===== config.mk =====
export PLATFORM = sky130hd
export DESIGN_NAME = fm_nco
export DESIGN_NICKNAME = d
export VERILOG_FILES = /design/src/rtl/fm_pkg.sv /design/src/rtl/fm_nco.sv
export SDC_FILE = /design/constraint.sdc
export NUM_CORES = 1
export LEC_CHECK = 0
export BUFFER_PORTS_ARGS = -buffer_cell sky130_fd_sc_hd__buf_4
export CORE_MARGIN = 3
export CORE_UTILIZATION = 40
export DETAILED_ROUTE_END_ITERATION = 10
export GPL_ROUTABILITY_DRIVEN = 0
export PLACE_DENSITY = 0.64
export SYNTH_ARGS = -nofsm -noshare
export SYNTH_HDL_FRONTEND = slang
export SYNTH_SLANG_ARGS = --single-unit

===== constraint.sdc =====
create_clock -name clk -period 2.7 [get_ports clk]
set_input_delay 0.54 -clock clk [delete_from_list [all_inputs] [get_ports clk]]
set_output_delay 0.54 -clock clk [all_outputs]
set_load 0.02 [all_outputs]

===== src/rtl/fm_pkg.sv =====
package fm_pkg;

   //////////////////////////////
   // Sizes and constants
   //////////////////////////////

   // Buffer geometry
   localparam int ADDR_W     = 11;
   localparam int DATA_W     = 16;
   // Nibble pointer, four nibbles per word
   localparam int NIB_ADDR_W = ADDR_W + 2;

   // Oscillator
   localparam int PHASE_W = 24;
   // clk/16 with a zero sample
   localparam logic [PHASE_W-1:0] BASE_INC = 24'h100000;

   // Fixed UART bit period in clocks
   localparam int BIT_CLKS = 16;

   // Restart pulse length in cycles
   localparam int RESTART_LEN = 3;

   //////////////////////////////
   // Encodings
   //////////////////////////////

   // Command opcodes in the low nibble of a byte
   typedef enum logic [3:0] {
      op_wr_reset  = 4'd0,
      op_wr_nibble = 4'd1,
      op_div_lo    = 4'd2,
      op_div_hi    = 4'd3,
      op_restart   = 4'd4,
      op_dump      = 4'd15
   } opcode_e;

   // Buffer dump FSM
   typedef enum logic [1:0] {
      st_idle,
      st_sending,
      st_final
   } dump_state_e;

   //////////////////////////////
   // Strobes between blocks
   //////////////////////////////

   typedef struct packed {
      logic              we;
      logic [ADDR_W-1:0] addr;
      logic [DATA_W-1:0] data;
   } ram_wr_t;

   typedef struct packed {
      logic restart;
      logic dump;
   } ctrl_t;

endpackage


===== src/rtl/fm_nco.sv =====
module fm_nco (
   input  logic                      clk,
   input  logic                      i_nrst,
   input  logic                      i_clear,
   input  logic [fm_pkg::DATA_W-1:0] i_sample,
   output logic                      o_fm
);
   import fm_pkg::*;

   logic [PHASE_W-1:0] inc_q;
   logic [PHASE_W-1:0] phase;

   //////////////////////////////
   // Increment
   //////////////////////////////

   // Sample shifts the carrier upward only
   always_ff @(posedge clk or negedge i_nrst) begin
      if (!i_nrst)
         inc_q <= BASE_INC;
      else
         inc_q <= BASE_INC + PHASE_W'(i_sample);
   end

   //////////////////////////////
   // Phase accumulator
   //////////////////////////////

   always_ff @(posedge clk or negedge i_nrst) begin
      if (!i_nrst)
         phase <= '0;
      else if (i_clear)
         phase <= '0;
      else
         phase <= phase + inc_q;
   end

   // Square wave at the accumulator rate
   assign o_fm = phase[PHASE_W-1];

endmodule


==> results of run 1 <==
==> worst paths after layout <==
kind / start / to / slack, ns / cells after the start
setup / recovery: inc_q[0] / phase[22] / 0.24 / 8
setup reg to reg: inc_q[0] / phase[22] / 0.24 / 8
max in group asynchronous: i_nrst / inc_q[5] / 2.15 / 1
min in group clk: i_sample[6] / inc_q[6] / 0.34 / 1
hold reg to reg: phase[19] / phase[19] / 0.57 / 2
hold / removal: i_nrst / phase[9] / 0.21 / 1
==> sequential cells by signal, indices dropped and copies added (netlist names) <==
| register | flops |
|---|---|
| inc_q | 16 |
| phase | 24 |
==> per-layer routing <==
metal / GRT usage [%] / vias up / wire length, µm
met3: 3.97 / 9 / 159
met2: 23.9 / 27 / 1920
met1: 18.3 / 703 / 1900
met4: 5.50 / 0 / 67
li1: - / 747 / -
met5: 0 / - / 0
==> power breakdown <==
part	switching [mW]	internal, mW
logic	0.673	0.456
clock network	0.224	0.278
registers	0.0488	0.719
total	0.945	1.45
==> synth_stat cells, types with 3 or more instances <==
cell       n
nand2_1    9
o211ai_1   4
a21oi_2    3
a21oi_1   16
xor2_1     8
o21ai_0    7
nand4_1    3
nor2_1    24
ha_1      16
a211oi_1   3
a21o_1     5
nor2b_1    6
clkbuf_1   3
xnor2_1    7
nand3_1    3
dfrtp_1   40
==> stage by stage <==
| stage | cells | hold WS [ns] | area (µm²) |
|---|---|---|---|
| final | 289 | 0.206 | 2470 |
| after global routing | 289 | 0.238 | 2470 |
| after CTS | 289 | 0.222 | 2470 |
| after detailed placement | 281 | 0.549 | 2350 |
| after global placement | 281 | 0.548 | 2350 |
| after floorplan | 197 | 0.244 | 2140 |
==> cell families after synthesis <==
kind of cell / after synthesis / share of synthesized area [%]
simple gates: 60 / 14.1
compound gates: 54 / 19.0
flops: 40 / 46.7
fa+ha+maj: 17 / 10.3
xor+xnor: 15 / 6.13
buf+inv: 7 / 1.34
mux: 4 / 2.45
==> worst reg2reg max path, delay by kind of cell (launching register included) <==
family          cells  cell delay (ns)
simple gates        1             0.13
flops               1             0.38
fa+ha+maj           2             0.66
mux                 1             0.29
compound gates      4             0.88
==> layout make-up <==
| class | count | share of cell area [%] |
|---|---|---|
| multi-input combinational | 150 | 45.1 |
| sequential | 40 | 40.6 |
| timing repair buffer | 19 | 5.78 |
| tap | 70 | 3.55 |
| clock buffer | 5 | 2.79 |
| clock inverter | 3 | 1.88 |
| inverter | 2 | 0.304 |
==> layout by cell type (no fill, tap or decap), drive strengths merged <==
cell,synthesis,routed
a21o,5,5
xnor2,7,7
a31oi,2,2
nor3,3,3
nor2,24,24
or3,2,2
buf,2,19
mux2,4,4
nor2b,6,6
a21oi,20,20
fa,1,1
bufinv,0,1
a41oi,1,1
nand2,10,10
o211ai,4,4
nand4,4,4
ha,16,16
inv,2,3
a211o,1,1
o22ai,1,1
nand3,3,3
and4,2,2
clkinvlp,0,1
o211a,2,2
dfrtp,40,40
o21ai,11,11
a211oi,4,4
xor2,8,8
o21a,1,1
a221oi,1,1
o31ai,1,1
and3,2,2
and2,2,2
or2,1,1
clkbuf,3,5
nand2b,1,1
==> impl_metrics.ini, run 1 <==
[run_status]
outcome = finished, final reports clean

[synthesis]
ys_types = 46
yosys_warnings = 0
ys_ff_latch = 40
synthFlopType = dfrtp_1
synth_area_leaders = dfrtp_1 (47%), ha_1 (9.3%), nor2_1 (4.2%), a21oi_1 (3.7%), xor2_1 (3.3%)
synth_edf_count = 0
syn_inst = 197
syn_area_per_cell_um2 = 10.9
ys_seq_area_share_pct = 46.7
yosysTopAreaCellShare_pct = 46.7
synthArstFlopShare_pct = 100
syn_nets = 233
yosys.area.top_type = dfrtp_1
syn_area_um2 = 2140

[worst_setup_path]
worst_ep_required_time_ns = 2.88
cp_num_buf_inv = 0
slowest_delay_ns = 0.44
end_kind = flip-flop
arrival_ns = 2.64
cp_top_family = compound AO/OA/AOI/OAI gates
cp-start-kind = flip-flop
critical_path_class = flip-flop to flip-flop
crit_chain = ha_1 > fa_1 > a21o_1 > a221oi_2 > o21ai_4 > nand4_2 > o21ai_2 > mux2_4
critPathMaxFanout = 4
slowest_stage = a221oi_2

[floorplan]
die_h_um = 79.2
coreArea_um2 = 5140
fp.dieArea_um2 = 6270
dieWidth_um = 79.2
rows = 26
io_pins = 20
initial_utilization_pct = 41.7

[sta]
slew_viol_final = 0
fin_ws_ns = 0.244
tns_ns = 0
setup_violations = 0
fmax_mhz = 407
min_period_ns = 2.46
worst_pin_slew_ns = 0.495
fin_crit_sh_pct = 90.9
rsz0062_at_grt = no
finalHoldViolCount = 0
max-slew-margin-rel_pct = 67.0
clock_skew_ns = 0.00791

[clock_tree]
cts_tree = built
cts_resized = 0
cts_hold_buffers = 0
clk_pin_slew_ns = 0.08
ctsHtreeMaxLevel = 2
clockBufferDepth = 2
postCtsSetupBuffers = 0
root_buffer = clkbuf_8
clock_latency_ns = 0.29
cts-buffers-inserted = 5
clkSinkCount = 40

[global_routing]
grt_pass1_wl_um = 7130
overflow = 0
first_global_vias = 1587
track_usage_pct = 14.6
antenna_found_initial = 0
grt_start_max_net_pins = 41

[drt]
drt_first_pass_iters = 4
drc_errors = 0
viasPerCell = 5.14
drt_wl_total_um = 4050
ant_nets = 0
vias = 1486
post_drt_wl_per_cell_um = 14.0
drtIter0Drc = 71

[final_layout]
antenna_cells = 0
fin_util_pct = 48.0
layout.nets = 254
final_layout_size_suffix_gt1_share_pct = 21.0
fillers = 521
multiInputGateArea_um2 = 1110
area_growth_pct = 15.1
register_area_um2 = 1000

[power]
power_mw = 2.40
leakage_nw = 1.13
vdd_drop_max_mv = 0.395
power_density_nw_per_um2 = 972

[place]
dp_slack_ns = 0.322
io_buffer_count = 19
dp_hpwl_um = 2910

[hold_path]
hp-class = primary input to async pin

[run]
drv_cap = 0
Note: power is estimated with default switching activity, not from simulation.
==> run 2: changes to the inputs <==
Settings changed: CORE_ASPECT_RATIO set to 1.2.
==> impl_metrics.ini, run 2 (same netlist as run 1, synthesis figures left out) <==
[worst_setup_path]
slowest_stage = fa_1
arrival_ns = 2.54
slowest_delay_ns = 0.42
critPathMaxFanout = 4
cp-start-kind = flip-flop
critical_path_class = flip-flop to flip-flop
end_kind = flip-flop
worst_ep_required_time_ns = 2.88
crit_chain = ha_1 > fa_1 > a21o_1 > a221oi_2 > o21ai_4 > nand2_2 > o21ai_2 > mux2_4

[drt]
drt_first_pass_iters = 4
drt_wl_total_um = 3680
post_drt_wl_per_cell_um = 13.1
viasPerCell = 5.30
drtIter0Drc = 83
vias = 1485
ant_nets = 0
drc_errors = 0

[global_routing]
track_usage_pct = 13.6
first_global_vias = 1577
grt_start_max_net_pins = 41
grt_pass1_wl_um = 6760
overflow = 0
antenna_found_initial = 0

[final_layout]
final_common_cell = dfrtp_1
fin_area_um2 = 2440
final_cells = 280
final_layout_size_suffix_gt1_share_pct = 20.5
final_cell_mix = dfrtp_1 (40), nor2_1 (24), buf_4 (20)
antenna_cells = 0
layout.nets = 255
largest_register_ffs = 24
fillers = 506
area_growth_pct = 13.7
top_register = phase
reg_top3 = phase (24), inc_q (16)

[clock_tree]
clkSinkCount = 40
clk_pin_slew_ns = 0.08
clockBufferDepth = 2
ctsHtreeMaxLevel = 2
cts_resized = 0
root_buffer = clkbuf_8
postCtsSetupBuffers = 0
cts_tree = built
clock_latency_ns = 0.29
cts_hold_buffers = 0
cts-buffers-inserted = 5

[floorplan]
io_pins = 20
coreArea_um2 = 5040
dieWidth_um = 72.8
rows = 28
initial_utilization_pct = 42.5
die_h_um = 86.2
fp.dieArea_um2 = 6280

[place]
placedInstanceArea_um2 = 2350
dp.cells = 272
dp_hpwl_um = 2760
io_buffer_count = 19
dp_slack_ns = 0.328

[sta]
tns_ns = 0
fmax_mhz = 423
worst_pin_slew_ns = 0.485
clock_skew_ns = 0.00919
slew_viol_final = 0
fin_crit_sh_pct = 87.6
finalHoldViolCount = 0
max-slew-margin-rel_pct = 67.6
setup_violations = 0
rsz0062_at_grt = no
fin_ws_ns = 0.335
min_period_ns = 2.36

[run_status]
outcome = finished, final reports clean

[power]
vdd_drop_max_mv = 0.505
leakage_nw = 1.13
power_mw = 2.29
power_density_nw_per_um2 = 940

[run]
drv_cap = 0

[hold_path]
hp-class = primary input to async pin
## run 2: final cells by class
class / count / area [µm²] / area share [%]
Sequential cell: 40 / 1000 / 41.1
Inverter: 2 / 7.51 / 0.308
Multi-Input combinational cell: 150 / 1110 / 45.7
Clock buffer: 8 / 90.1 / 3.70
Tap cell: 60 / 75.1 / 3.08
Timing Repair Buffer: 20 / 150 / 6.16
## run 2: routing by layer
layer,part of all wire (%),GRT usage (%),wire [µm],up-vias
li1,-,-,-,744
met1,46,17.1,1690,713
met2,48,22.3,1760,21
met3,4.4,3.48,162,7
met4,1.7,5.20,61,0
met5,0,0,0,-
## run 2: critical path, delay by kind of cell, from the launching register on
family,cells,cell delay (ns)
fa+ha+maj,2,0.66
flops,1,0.37
simple gates,1,0.11
compound gates,4,0.83
mux,1,0.29
## run 2: worst paths after layout
path	start	endpoint	slack, ns	cells after the start
max in group asynchronous	i_nrst	phase[19]	2.14	1
setup / recovery	inc_q[0]	phase[14]	0.34	8
hold / removal	i_nrst	phase[1]	0.21	1
min in group clk	i_sample[15]	inc_q[15]	0.35	1
setup reg to reg	inc_q[0]	phase[14]	0.34	8
hold reg to reg	phase[19]	phase[19]	0.59	2
## run 2: through the flow
step	hold slack (ns)	utilization [%]
finish	0.207	48.3
global placement	0.544	46.5
detailed placement	0.543	46.5
global route	0.247	48.3
floorplan	0.244	-
CTS	0.222	48.3
## run 2: power breakdown
part           internal, mW  total, mW  leakage [nW]  switching [mW]
logic                 0.470       1.12         0.580           0.651
registers             0.720      0.767         0.501          0.0471
clock network         0.208      0.403        0.0455           0.194
==> run 3: changes to the inputs <==
--- a/config.mk
+++ b/config.mk
@@ -6,4 +6,5 @@
 export NUM_CORES = 1
 export LEC_CHECK = 0
+export ABC_AREA = 1
 export BUFFER_PORTS_ARGS = -buffer_cell sky130_fd_sc_hd__buf_4
 export CORE_ASPECT_RATIO = 1.2
@@ -16,2 +17,3 @@
 export SYNTH_HDL_FRONTEND = slang
 export SYNTH_SLANG_ARGS = --single-unit
+export TNS_END_PERCENT = 1
==> constraint.sdc (replaced) <==
create_clock -name clk -period 2.7 [get_ports clk]
set_input_delay 0.405 -clock clk [delete_from_list [all_inputs] [get_ports clk]]
set_output_delay 0.405 -clock clk [all_outputs]
set_load 0.02 [all_outputs]
==> impl_metrics.ini, run 3 <==
[run_status]
outcome = finished, final reports clean

[sta]
worst_pin_slew_ns = 0.620
fin_ws_ns = 0.805
max-slew-margin-rel_pct = 58.4
rsz0062_at_grt = no
min_period_ns = 1.89
fmax_mhz = 528
setup_violations = 0
tns_ns = 0
slew_viol_final = 0
finalHoldViolCount = 0
fin_crit_sh_pct = 70.2
clock_skew_ns = 0.0108

[power]
power_density_nw_per_um2 = 762
netSwitchingFraction_pct = 43.4
pwr-share-comb_pct = 47.1
switchingPower_uw = 963
vdd_drop_max_mv = 0.410
leakage_nw = 1.59
p_clk_share_pct = 19.0
p_int_mw = 1.26
p_seq_share_pct = 33.9

[final_layout]
area_growth_pct = 13.0
final_cell_mix = nand2_1 (125), inv_1 (54), nor2_1 (51)
final_common_cell = nand2_1
reg_top3 = phase (24), inc_q (16)
final_layout_size_suffix_gt1_share_pct = 10.7
top_register = phase
final_cells = 484
antenna_cells = 0
largest_register_ffs = 24
layout.nets = 437
fin_area_um2 = 2910
fillers = 651

[clock_tree]
clkSinkCount = 40
ctsHtreeMaxLevel = 2
cts_resized = 0
postCtsSetupBuffers = 0
cts-buffers-inserted = 5
clk_pin_slew_ns = 0.08
cts_tree = built
clockBufferDepth = 2
clock_latency_ns = 0.30
cts_hold_buffers = 0
root_buffer = clkbuf_8

[worst_setup_path]
critPathMaxFanout = 3
reg2reg_to = phase[12]
cp_num_buf_inv = 0
crit_top_cell = nand2_1
cp_top_family = simple AND/OR/NAND/NOR gates
arrival_ns = 2.13
slowest_delay_ns = 0.42
slowest_stage = fa_1
cp-start-kind = flip-flop
crit_chain = ha_1 > fa_1 > nand2_1 > nand2_1 > nand2_1 > nor2_1 > or2_1 > nand2_1 > nand2_1 > nor2_1
r2r_slack_ns = 0.81
ff2ff_path_depth = 10
rr_startpoint = inc_q[0]
end_kind = flip-flop
worst_ep_required_time_ns = 2.93
critical_path_class = flip-flop to flip-flop

[synthesis]
yosysTopAreaCellShare_pct = 38.8
syn_area_per_cell_um2 = 6.86
ys_types = 24
synth-compound-area-share_pct = 5.58
synthFlopType = dfrtp_1
synth_edf_count = 0
ys_ff_latch = 40
synth_area_leaders = dfrtp_1 (39%), nand2_1 (18%), inv_1 (7.9%), ha_1 (7.8%), nor2_1 (7.4%)
muxShareOfSynthArea_pct = 0
syn_area_um2 = 2580
ys_seq_area_share_pct = 38.8
yosys-top-cells-count = nand2_1 (125), inv_1 (54), nor2_1 (51), dfrtp_1 (40), nand3_1 (23)
yosys_warnings = 0
synthAdderAreaFrac_pct = 8.54
synthArstFlopShare_pct = 100
syn_inst = 376
synth_xor_area_share_pct = 1.02
synth_most_common_cell = nand2_1
syn_nets = 412
yosys.area.top_type = dfrtp_1
yosys.area_share.simple_pct = 36.4
synth_top_family_by_area = simple AND/OR/NAND/NOR gates

[hold_path]
hp-class = primary input to async pin

[drt]
post_drt_wl_per_cell_um = 12.0
vias = 2317
drc_errors = 0
ant_nets = 0
drt_wl_total_um = 5820
drt_first_pass_iters = 4
drtIter0Drc = 112
viasPerCell = 4.79

[global_routing]
first_global_vias = 2251
grt_start_max_net_pins = 41
track_usage_pct = 17.3
grt_pass1_wl_um = 10100
antenna_found_initial = 0
overflow = 0

[place]
dp_slack_ns = 0.851
io_buffer_count = 19
dp.cells = 476
dp_hpwl_um = 4600
placedInstanceArea_um2 = 2820

[floorplan]
coreArea_um2 = 6130
die_h_um = 94.0
initial_utilization_pct = 42.1
io_pins = 20
rows = 31
fp.dieArea_um2 = 7450
dieWidth_um = 79.3

[run]
drv_cap = 0
-- run 3: area by class of cell --
cell class	instances	area, µm²	share of cell area (%)
repair buffers	19	143	4.89
multi-input cells	270	1330	45.6
well taps	82	103	3.52
clock inverters	1	7.51	0.258
clock buffers	7	86.3	2.96
inverters	65	244	8.37
flip-flops and latches	40	1000	34.3
-- run 3: metal layers --
| layer | wire (µm) | up-vias | track usage (%) |
|---|---|---|---|
| met4 | 148 | 0 | 6.45 |
| li1 | - | 1206 | - |
| met3 | 246 | 15 | 2.98 |
| met5 | 0 | - | 0 |
| met1 | 2480 | 1042 | 21.0 |
| met2 | 2950 | 54 | 30.5 |
-- run 3: power groups by stage --
stage	Clock [mW]	Sequential, mW	Combinational (mW)
final	0.421	0.752	1.05
after detailed placement	0	0.764	1.03
after CTS	0.433	0.751	1.05
after global placement	0	0.761	1.03
after floorplan	0	0.747	0.790
after global routing	0.465	0.763	1.20
-- run 3: metrics by stage --
stage	hold slack [ns]	util, %	total power [mW]
detailed placement	0.422	46.0	1.80
global route	0.110	47.6	2.42
CTS	0.0957	47.6	2.23
floorplan	0.109	-	1.54
finish	0.0734	47.6	2.22
global placement	0.421	46.0	1.79
-- run 3: cells by family after synthesis --
| group | after synthesis |
|---|---|
| and+or+nand+nor | 223 |
| buffers and inverters | 66 |
| DFF | 40 |
| AOI/OAI and AO/OA | 27 |
| adders and majority gates | 17 |
| xor gates and xnor gates | 3 |
-- run 3: worst max-delay path by stage --
stage / slack (ns) / cells past startpoint / endpoint / from
final: 0.81 / 10 / phase[12] / inc_q[0]
after global routing: 0.60 / 11 / phase[14] / inc_q[0]
after CTS: 0.83 / 10 / phase[12] / inc_q[0]
after detailed placement: 0.85 / 10 / phase[12] / inc_q[0]
after global placement: 0.90 / 10 / phase[12] / inc_q[0]
after floorplan: 0.99 / 9 / phase[12] / inc_q[0]
