$ cat config.mk
export PLATFORM = sky130hd
export DESIGN_NAME = cmd_decoder
export DESIGN_NICKNAME = d
export VERILOG_FILES = /design/src/rtl/fm_pkg.sv /design/src/rtl/cmd_decoder.sv
export SDC_FILE = /design/constraint.sdc
export NUM_CORES = 1
export LEC_CHECK = 0
export BUFFER_PORTS_ARGS = -buffer_cell sky130_fd_sc_hd__buf_2
export CORE_AREA = 2 2 61 75
export CTS_CLUSTER_SIZE = 25
export DETAILED_ROUTE_END_ITERATION = 8
export DIE_AREA = 0 0 63 77
export PLACE_DENSITY = 0.79
export SETUP_SLACK_MARGIN = 0.2
export SYNTH_ARGS = -nofsm -noshare
export SYNTH_HDL_FRONTEND = slang
export SYNTH_SLANG_ARGS = --single-unit
$ cat constraint.sdc
create_clock -name clk -period 3.9 [get_ports clk]
set_input_delay 0.39 -clock clk [delete_from_list [all_inputs] [get_ports clk]]
set_output_delay 0.39 -clock clk [all_outputs]
set_load 0.005 [all_outputs]
$ cat src/rtl/fm_pkg.sv
package fm_pkg;

   //////////////////////////////
   // Sizes and constants
   //////////////////////////////

   // Buffer geometry
   localparam int ADDR_W     = 11;
   localparam int DATA_W     = 16;
   // Nibble pointer, four nibbles per word
   localparam int NIB_ADDR_W = ADDR_W + 2;

   // Oscillator
   localparam int PHASE_W = 24;
   // clk/16 with a zero sample
   localparam logic [PHASE_W-1:0] BASE_INC = 24'h100000;

   // Fixed UART bit period in clocks
   localparam int BIT_CLKS = 16;

   // Restart pulse length in cycles
   localparam int RESTART_LEN = 3;

   //////////////////////////////
   // Encodings
   //////////////////////////////

   // Command opcodes in the low nibble of a byte
   typedef enum logic [3:0] {
      op_wr_reset  = 4'd0,
      op_wr_nibble = 4'd1,
      op_div_lo    = 4'd2,
      op_div_hi    = 4'd3,
      op_restart   = 4'd4,
      op_dump      = 4'd15
   } opcode_e;

   // Buffer dump FSM
   typedef enum logic [1:0] {
      st_idle,
      st_sending,
      st_final
   } dump_state_e;

   //////////////////////////////
   // Strobes between blocks
   //////////////////////////////

   typedef struct packed {
      logic              we;
      logic [ADDR_W-1:0] addr;
      logic [DATA_W-1:0] data;
   } ram_wr_t;

   typedef struct packed {
      logic restart;
      logic dump;
   } ctrl_t;

endpackage

$ cat src/rtl/cmd_decoder.sv
module cmd_decoder (
   input  logic            clk,
   input  logic            i_nrst,
   input  logic            i_rx_valid,
   input  logic [7:0]      i_rx_data,
   output fm_pkg::ram_wr_t o_ram_wr,
   output fm_pkg::ctrl_t   o_ctrl,
   output logic [7:0]      o_sample_top
);
   import fm_pkg::*;

   opcode_e                op;
   logic [3:0]             nib;
   logic                   nib_wr;
   logic [NIB_ADDR_W-1:0]  nibble_ptr;
   logic                   we_q;
   logic [ADDR_W-1:0]      addr_q;
   logic [DATA_W-1:0]      data_q;
   logic [RESTART_LEN-1:0] restart_sr;
   logic                   dump_q;

   assign op     = opcode_e'(i_rx_data[3:0]);
   assign nib    = i_rx_data[7:4];
   assign nib_wr = i_rx_valid && (op == op_wr_nibble);

   //////////////////////////////
   // Control registers
   //////////////////////////////

   always_ff @(posedge clk or negedge i_nrst) begin
      if (!i_nrst) begin
         nibble_ptr   <= '0;
         we_q         <= 1'b0;
         o_sample_top <= '0;
         restart_sr   <= '0;
         dump_q       <= 1'b0;
      end else begin
         we_q       <= nib_wr;
         restart_sr <= {restart_sr[RESTART_LEN-2:0], i_rx_valid && (op == op_restart)};
         dump_q     <= i_rx_valid && (op == op_dump);
         // Advance once the write has gone out
         if (we_q)
            nibble_ptr <= nibble_ptr + 1'b1;
         if (i_rx_valid) begin
            case (op)
               op_wr_reset: nibble_ptr <= '0;
               op_div_lo:   o_sample_top[3:0] <= nib;
               op_div_hi:   o_sample_top[7:4] <= nib;
               default: ;
            endcase
         end
      end
   end

   //////////////////////////////
   // Word assembly
   //////////////////////////////

   // New nibble enters at the top, word done after four
   always_ff @(posedge clk) begin
      if (nib_wr) begin
         data_q <= {nib, data_q[DATA_W-1:4]};
         addr_q <= nibble_ptr[NIB_ADDR_W-1:2];
      end
   end

   assign o_ram_wr = '{we: we_q, addr: addr_q, data: data_q};
   assign o_ctrl   = '{restart: |restart_sr, dump: dump_q};

endmodule

==> results.cfg, run 1 <==
[drt]
via_per_inst = 5.186
wirelength_um = 3404
drt-initial-drc-count = 19
vias = 1229
drtPass1Iterations = 4
drc = 0
wl_per_cell_um = 14.36
detail-route-antenna-nets = 0

[die]
die_area_um2 = 4851
io_pins = 49
rows = 26
start_util_pct = 48.24
core_area_um2 = 4131
fp.dieW_um = 63
die_h_um = 77

[sta]
rsz0062_at_grt = false
skew_ns = 0.005249
maxSlewHeadroom_pct = 52.16
worst_pin_slew_ns = 0.7150
finalMaxSlewViolations = 0
min_period_ns = 1.828
fin_setup_tns_ns = 0
fin_ws_ns = 2.072
setup_viol = 0
timing.final.hold_violations = 0
fmax_ghz = 0.5471
fin_crit_sh_pct = 46.86

[logic_synthesis]
synth_top_area_share_pct = 40.68
async_flop_share_pct = 49.06
yosysWarningCount = 0
synth-edff-count = 27
synth_flop_cell = edfxtp_1
synth-seq-cells = 53
yosys-top-cells-area = edfxtp_1 (41%), dfrtp_1 (33%), mux2_4 (3.0%)
synth_nets = 142
synth_top_cell_by_area = edfxtp_1
synth.avg_cell_area_um2 = 15.33
yosysSeqAreaShare_pct = 73.32
syn_inst = 130
syn_area_um2 = 1993
synth_cell_types = 30

[setup_path]
worstSetupStartpoint = we_q$_DFF_PN0_
r2r_slack_ns = 2.07
crit_path_end_kind = flop
critPathArrivalTime_ns = 2.05
required_ns = 4.12
crit_chain = nand4_1, or4_1, a21oi_1
crit_type = reg -> reg
cp_num_buf_inv = 0
crit_fanout = 14
crit_slowest_cell = or4_1
path_delay_family = simple AND/OR/NAND/NOR gates
timing.rr.start = we_q$_DFF_PN0_
start_kind = flop
cpPeakStageDelay_ns = 0.65

[global_routing]
grt_pass1_wl_um = 5830
gr-usage-all-layers_pct = 15.51
antenna_found_initial = 0
grt_remaining_overflow = 0
grt_max_degree = 29
grt_pass1_vias = 1264

[place]
numPortBuffers = 48
hpwl_um = 2540
placed_area_um2 = 2278
place_congestion = 0.8001
dp_worst_setup_slack_ns = 1.965
placed_cells = 229

[clock_network]
cts_num_sinks = 53
post-cts-setup-buffers = 0
cts_made_buffers = 5
cts_hold_buffers = 0
htree_levels = 2
clk_pin_slew_ns = 0.09
ctsRootBufferMaster = clkbuf_8
cts_max_path_buffers = 2
cts_tree = built
ctsResizeCount = 0
clk-insertion-delay-late_ns = 0.30

[power_and_ir_drop]
seqPwrFrac_pct = 61.5
power_leakage_nw = 0.9904
vdd_ir_drop_max_mv = 0.2056
combPwrFrac_pct = 11.4
p_per_area_nw_per_um2 = 478.8
p_int_mw = 0.8407
pwr-share-clk_pct = 27.1
switching_share_pct = 25.99
power.switching_mw = 0.2952

[status]
run_status = completed

[final_layout]
nets = 192
drive_above_1_share_pct = 37.57
area_growth_pct = 19.02
stdcell_area_um2 = 2372
antenna_cells = 0
fin_cells = 237

[flow_run]
max_cap_viol_count = 0

[min_path]
min_path_type = in -> async
-- power groups by stage --
stage	Sequential (mW)	Clock, mW	Combinational [mW]
after CTS	0.698	0.319	0.132
after global routing	0.706	0.342	0.145
after detailed placement	0.711	0	0.131
after global placement	0.704	0	0.120
final	0.699	0.308	0.129
after floorplan	0.700	0	0.0764
-- final cells by class --
class	count	area, um^2
Fill cell	339	1759
Sequential cell	53	1461
Multi-Input combinational cell	69	491.7
Timing Repair Buffer	49	247.7
Tap cell	56	70.07
Clock buffer	5	68.82
Clock inverter	3	25.02
Inverter	2	7.507
-- logic make-up (layout without fill, tap and decap cells) --
| kind of cell | count (synthesis) | count (layout) | synth area share (%) |
|---|---|---|---|
| compound gates | 16 | 16 | 5.022 |
| xor+xnor | 4 | 4 | 1.758 |
| fa+ha+maj | 1 | 1 | 0.6276 |
| buf+inv | 8 | 59 | 2.260 |
| flops | 53 | 53 | 73.32 |
| mux | 11 | 11 | 6.780 |
| simple gates | 37 | 37 | 10.23 |
-- cell usage after synthesis, types with 2 or more instances --
master,number
edfxtp_1,27
dfrtp_1,26
nor2_1,8
nand2_1,6
nand4_1,6
a21oi_1,5
mux2_2,4
mux2_4,4
o21ai_0,4
clkbuf_1,3
mux2i_1,3
nand3_1,3
nor4_1,3
o31ai_1,3
or3_1,3
or4_1,3
xor2_1,3
buf_4,2
inv_1,2
o21bai_1,2
-- cells in the final DEF (no fill, tap or decap), types with 4 or more instances in the layout --
cell type / instances
edfxtp_1: 27
buf_2: 48
a21oi_1: 5
mux2_2: 4
dfrtp_1: 26
nor2_1: 8
nand2_1: 6
nand4_1: 6
o21ai_0: 4
clkbuf_8: 5
mux2_4: 4
-- worst paths after layout --
kind                                               end  cells after the start
setup / recovery              nibble_ptr[10]$_DFF_PN0_                      3
hold / removal             o_sample_top[0]$_DFFE_PN0P_                      1
setup reg to reg              nibble_ptr[10]$_DFF_PN0_                      3
hold reg to reg                restart_sr[2]$_DFF_PN0_                      0
max in group asynchronous      nibble_ptr[2]$_DFF_PN0_                      1
min in group clk               restart_sr[0]$_DFF_PN0_                      2
-- per-stage QoR --
stage               power [mW]  hold WS (ns)  util, %
detailed placement      0.8415        0.3673    55.15
CTS                      1.149       0.08789    57.42
global placement        0.8240        0.3589    55.15
global route             1.194        0.1119    57.42
floorplan               0.7766       0.09441        -
finish                   1.136       0.07459    57.42
-- state kept, by name, summed over array words and instances (netlist names) --
register	cells
dump_q	1
we_q	1
addr_q	11
data_q	16
restart_sr	3
o_sample_top	8
nibble_ptr	13
-- metal layers --
layer / vias to the layer above / global-route usage (%) / wire [um]
met1: 605 / 18.03 / 1407
met2: 39 / 26.28 / 1801
met3: 4 / 3.959 / 136
met4: 0 / 8.000 / 59
li1: 581 / - / -
met5: - / 0 / 0
Note: power is estimated with default switching activity, not from simulation.
==> inputs of run 2 (changes only) <==
ABC_AREA = 1   (was unset)
CORE_AREA = 2 2 62 75   (was 2 2 61 75)
DIE_AREA = 0 0 64 77   (was 0 0 63 77)
clock period = 1.8 ns   (was 3.9 ns; I/O delays follow)
==> results.cfg, run 2 <==
[final_layout]
nets = 236
largest_register_ffs = 16
final_common_cell = buf_2
drive_above_1_share_pct = 29.33
antenna_cells = 0
layout_common_cells = buf_2 (48), nand2_1 (34), edfxtp_1 (27)
area_growth_pct = 20.33
regMostFlops = data_q
reg_top3 = data_q x16, nibble_ptr x13, addr_q x11

[drt]
wl_per_cell_um = 11.71
detail-route-antenna-nets = 0
drtPass1Iterations = 4
vias = 1332
drt-initial-drc-count = 38
via_per_inst = 4.740
drc = 0
wirelength_um = 3291

[setup_path]
cpPeakStageDelay_ns = 0.39
critPathArrivalTime_ns = 1.17
crit_type = reg -> out
crit_fanout = 2
ff2ff_path_depth = 5
cp_num_buf_inv = 1
crit_slowest_cell = dfrtp_1
start_kind = flop
crit_path_end_kind = output pin
timing.rr.start = nibble_ptr[2]$_DFF_PN0_
r2r_slack_ns = 0.51
r2r-end = nibble_ptr[7]$_DFF_PN0_
path_delay_family = flip-flops
crit_chain = or3_1, buf_2
required_ns = 1.62

[status]
run_status = completed

[sta]
maxSlewHeadroom_pct = 59.30
holdWs_ns = 0.06023
worst_pin_slew_ns = 0.6105
timing.final.hold_violations = 0
setup_viol = 0
rsz0062_at_grt = false
finalMaxSlewViolations = 0
min_period_ns = 1.355
fin_crit_sh_pct = 75.26
fmax_ghz = 0.7382
fin_setup_tns_ns = 0
skew_ns = 0.004816

[flow_run]
max_cap_viol_count = 0

[die]
start_util_pct = 48.39
die_area_um2 = 4928
rows = 26
core_area_um2 = 4197
die_h_um = 77
io_pins = 49
fp.dieW_um = 64

[clock_network]
cts_max_path_buffers = 2
clk_pin_slew_ns = 0.09
cts_num_sinks = 53
htree_levels = 2
cts_tree = built
cts_made_buffers = 5
ctsResizeCount = 0
ctsRootBufferMaster = clkbuf_8
clk-insertion-delay-late_ns = 0.30

[logic_synthesis]
synthTopCellsByCount = nand2_1 (34), edfxtp_1 (27), dfrtp_1 (26)
synth_nets = 182
synth-edff-count = 27
yosysSeqAreaShare_pct = 71.97
synth_cell_types = 26
synth_flop_cell = edfxtp_1
synth.most_common_cell = nand2_1
async_flop_share_pct = 49.06
syn_area_um2 = 2031
yosys-top-cells-area = edfxtp_1 (40%), dfrtp_1 (32%), nand2_1 (6.3%)
yosysWarningCount = 0
syn_inst = 170
synth_top_area_share_pct = 39.93
synth-seq-cells = 53
synth_top_cell_by_area = edfxtp_1
synth.avg_cell_area_um2 = 11.95

[min_path]
min_path_type = in -> reg
worstHoldStart = i_rx_data[6]
worstHoldPathCells = 1
whs_endpoint = data_q[14]$_DFFE_PP_

[global_routing]
grt_pass1_wl_um = 5471
antenna_found_initial = 0
grt_max_degree = 29
gr-usage-all-layers_pct = 14.62
grt_remaining_overflow = 0
grt_pass1_vias = 1251

[power_and_ir_drop]
power_leakage_nw = 1.169
p_per_area_nw_per_um2 = 945.4
vdd_ir_drop_max_mv = 0.7041
total_power_mw = 2.310

[place]
numPortBuffers = 48
hpwl_um = 2298
place_congestion = 0.7577
run 2: cell count changes after synthesis, sizes merged, moves of 3 or more:
cell	before	now
o31ai	3	0
inv	2	19
nor2	8	21
or4	3	0
o21ai	4	10
mux2	8	0
nor3	1	4
mux2i	3	0
nand3	3	9
nand2	6	37
nand4	6	3
run 2: cell families (layout without fill, tap and decap cells):
kind of cell	count (synthesis)	in the layout	share of synthesized area (%)
buf+inv	22	77	4.928
flops	53	53	71.97
fa+ha+maj	1	1	0.6160
simple gates	77	77	17.75
compound gates	15	15	3.882
xor+xnor	2	2	0.8628
run 2: power by group:
part	leakage, nW	total [mW]	switching (mW)	internal, mW
clock network	0.0445	0.675	0.362	0.313
registers	0.603	1.42	0.0686	1.36
logic	0.521	0.211	0.117	0.0946
total	1.17	2.31	0.547	1.76
run 2: per-stage QoR:
stage	utilization, %	area, um^2	cells	setup WS (ns)
2_1_floorplan	-	2038	170	0.4395
6_report	58.23	2444	281	0.4453
5_1_grt	58.23	2444	281	0.3767
3_5_place_dp	55.75	2340	272	0.4737
4_1_cts	58.23	2444	281	0.4359
3_3_place_gp	55.75	2340	272	0.5116
run 2: metal layers:
layer  part of all wire (%)  GRT usage, %  vias up
li1                       -             -      666
met1                     42         16.62      626
met2                     50         24.90       35
met3                    5.6         3.959        5
met4                    2.1         7.391        0
met5                      0             0        -
run 2: timing repair:
action,CTS,global route
hold buffers,1,0
setup buffers,0,0
hold endpoints to repair,26,0
run 2: worst register-to-register path: stages, from the launching register on:
cell and delay [ns]:
dfrtp_1 0.46, nand2_1 0.16, nor3_4 0.34, nand3_1 0.11
nand2_1 0.08, nor2_1 0.05
run 2: worst max path at each step:
stage / start / end / depth (start not counted)
after floorplan: i_rx_data[3] / addr_q[0]$_DFFE_PP_ / 3
after global placement: i_rx_data[3] / addr_q[9]$_DFFE_PP_ / 5
after detailed placement: i_rx_data[3] / data_q[1]$_DFFE_PP_ / 5
after CTS: restart_sr[1]$_DFF_PN0_ / o_ctrl[1] / 2
after global routing: nibble_ptr[2]$_DFF_PN0_ / nibble_ptr[9]$_DFF_PN0_ / 5
final: restart_sr[1]$_DFF_PN0_ / o_ctrl[1] / 2
run 2: layout make-up:
| cell class | instances | area (um^2) |
|---|---|---|
| fillers | 352 | 1753 |
| flip-flops and latches | 53 | 1461 |
| multi-input cells | 95 | 476.7 |
| repair buffers | 50 | 270.3 |
| clock buffers | 7 | 86.33 |
| inverters | 19 | 71.32 |
| well taps | 56 | 70.07 |
| clock inverters | 1 | 7.507 |
==> inputs of run 3 (changes only) <==
CORE_AREA = 2 2 64 78   (was 2 2 62 75)
DIE_AREA = 0 0 66 80   (was 0 0 64 77)
PLACE_DENSITY = 0.77   (was 0.79)
clock period = 1.2 ns   (was 1.8 ns; I/O delays follow)
==> results.cfg, run 3 (synthesis results as in run 2) <==
[status]
run_status = finished, violations left
violations = negative setup slack

[sta]
timing.final.hold_violations = 0
holdWs_ns = 0.04659
finalMaxSlewViolations = 0
fin_ws_ns = -0.06811
min_period_ns = 1.268
fin_crit_sh_pct = 105.7
rsz0062_at_grt = true
fin_setup_tns_ns = -0.2158
skew_ns = 0.005054
worst_pin_slew_ns = 0.5973
setup_viol = 5
fmax_ghz = 0.7886
maxSlewHeadroom_pct = 60.18

[power_and_ir_drop]
pwr-share-clk_pct = 25.3
power_leakage_nw = 1.323
p_per_area_nw_per_um2 = 1325
vdd_ir_drop_max_mv = 1.044
switching_share_pct = 24.42
power.switching_mw = 0.8935
p_int_mw = 2.766
combPwrFrac_pct = 16.0
seqPwrFrac_pct = 58.7

[global_routing]
grt_pass1_vias = 1404
antenna_found_initial = 0
grt_remaining_overflow = 0
grt_max_degree = 29
gr-usage-all-layers_pct = 16.12
grt_pass1_wl_um = 6216

[drt]
wl_met1_um = 1503
drc = 0
drtPass1Iterations = 5
drt-initial-drc-count = 114
top_layer = met4
wl_per_cell_um = 12.62
via_per_inst = 4.774
wirelength_um = 3911
met3WireLength_um = 182
detail-route-antenna-nets = 0
dr_wl_met2_um = 2121
vias = 1480

[setup_path]
ff2ff_path_depth = 6
worstSetupStartpoint = restart_sr[2]$_DFF_PN0_
critPathArrivalTime_ns = 1.15
crit_path_end_kind = output pin
required_ns = 1.08
r2r-end = nibble_ptr[4]$_DFF_PN0_
crit_type = reg -> out
r2r_slack_ns = -0.05
crit_chain = or3_1, buf_2
start_kind = flop
crit_slowest_cell = dfrtp_1
crit_fanout = 1
timing.rr.start = nibble_ptr[1]$_DFF_PN0_
cpPeakStageDelay_ns = 0.36

[final_layout]
area_growth_pct = 36.04
final-seq-area_um2 = 1465
fill_cells = 370
regMostFlops = data_q
multi_input_comb_area_um2 = 555.5
stdcell_area_um2 = 2763
fin_cells = 310
drive_above_1_share_pct = 42.86
layout_common_cells = buf_2 (47), nand2_1 (29), edfxtp_1 (27)
largest_register_ffs = 16
final_common_cell = buf_2
reg_top3 = data_q x16, nibble_ptr x13, addr_q x11
antenna_cells = 0
postLayoutCoreUtil_pct = 61.03
nets = 263

[clock_network]
ctsRootBufferMaster = clkbuf_8
cts_tree = built
htree_levels = 2
clk-insertion-delay-late_ns = 0.30
cts_max_path_buffers = 2
cts_num_sinks = 53
cts_made_buffers = 5
clk_pin_slew_ns = 0.08

[die]
start_util_pct = 44.86
die_area_um2 = 5280
core_area_um2 = 4527
rows = 27
io_pins = 49
die_h_um = 80
fp.dieW_um = 66

[place]
placed_area_um2 = 2452
numPortBuffers = 48
place_congestion = 0.8357
hpwl_um = 2539
placed_cells = 286

[min_path]
whs_endpoint = restart_sr[0]$_DFF_PN0_
min_path_type = in -> reg
worstHoldPathCells = 2
worstHoldStart = i_rx_data[3]

[flow_run]
max_cap_viol_count = 0
run 3: cell count changes in the layout (fill, tap and decap cells not counted), sizes merged:
cell | before | now
clkinv | 0 | 2
clkbuf | 7 | 6
clkinvlp | 1 | 0
buf | 49 | 72
dlygate4sd3 | 1 | 5
run 3: power groups by stage:
stage | Sequential [mW] | Clock, mW | Combinational (mW)
6_report | 2.15 | 0.926 | 0.586
5_1_grt | 2.16 | 1.04 | 0.653
4_1_cts | 2.14 | 0.967 | 0.539
3_5_place_dp | 2.16 | 0 | 0.417
3_3_place_gp | 2.16 | 0 | 0.393
2_1_floorplan | 2.16 | 0 | 0.187
run 3: timing repair:
item                                   4_1_cts  5_1_grt
endpoints found under the hold margin       29        1
setup endpoints to repair                   14       20
hold buffers                                 4        1
pin swaps                                   19       13
gates resized for setup                     21        6
setup buffers                                8        3
run 3: final cells by class:
type,count,area share [%]
sequential,53,53.03
multi-input combinational,95,20.11
timing repair buffer,77,18.66
clock buffer,6,2.627
tap,58,2.627
inverter,19,2.582
clock inverter,2,0.3623
run 3: metal layers:
| layer | track usage, % | vias up |
|---|---|---|
| li1 | - | 725 |
| met1 | 18.02 | 693 |
| met2 | 27.68 | 51 |
| met3 | 4.372 | 11 |
| met4 | 8.571 | 0 |
| met5 | 0 | - |
run 3: metrics by stage:
stage                     setup slack (ns)  power [mW]
after detailed placement           0.02420       2.578
after CTS                         -0.09069       3.642
after global placement             0.05615       2.554
after global routing               -0.1229       3.861
after floorplan                   -0.06630       2.351
final                             -0.06811       3.659
run 3: worst max-delay path by stage:
stage / endpoint / slack (ns) / cells after the start
global route: nibble_ptr[10]$_DFF_PN0_ / -0.12 / 7
detailed placement: addr_q[0]$_DFFE_PP_ / 0.02 / 5
finish: o_ctrl[1] / -0.07 / 2
CTS: o_ctrl[1] / -0.09 / 2
floorplan: addr_q[0]$_DFFE_PP_ / -0.07 / 3
global placement: addr_q[10]$_DFFE_PP_ / 0.06 / 5
run 3: critical path: cells and delay by family (launching register included):
kind          cells  cell delay (ns)
flops             1             0.36
buf+inv           1             0.13
simple gates      1             0.36
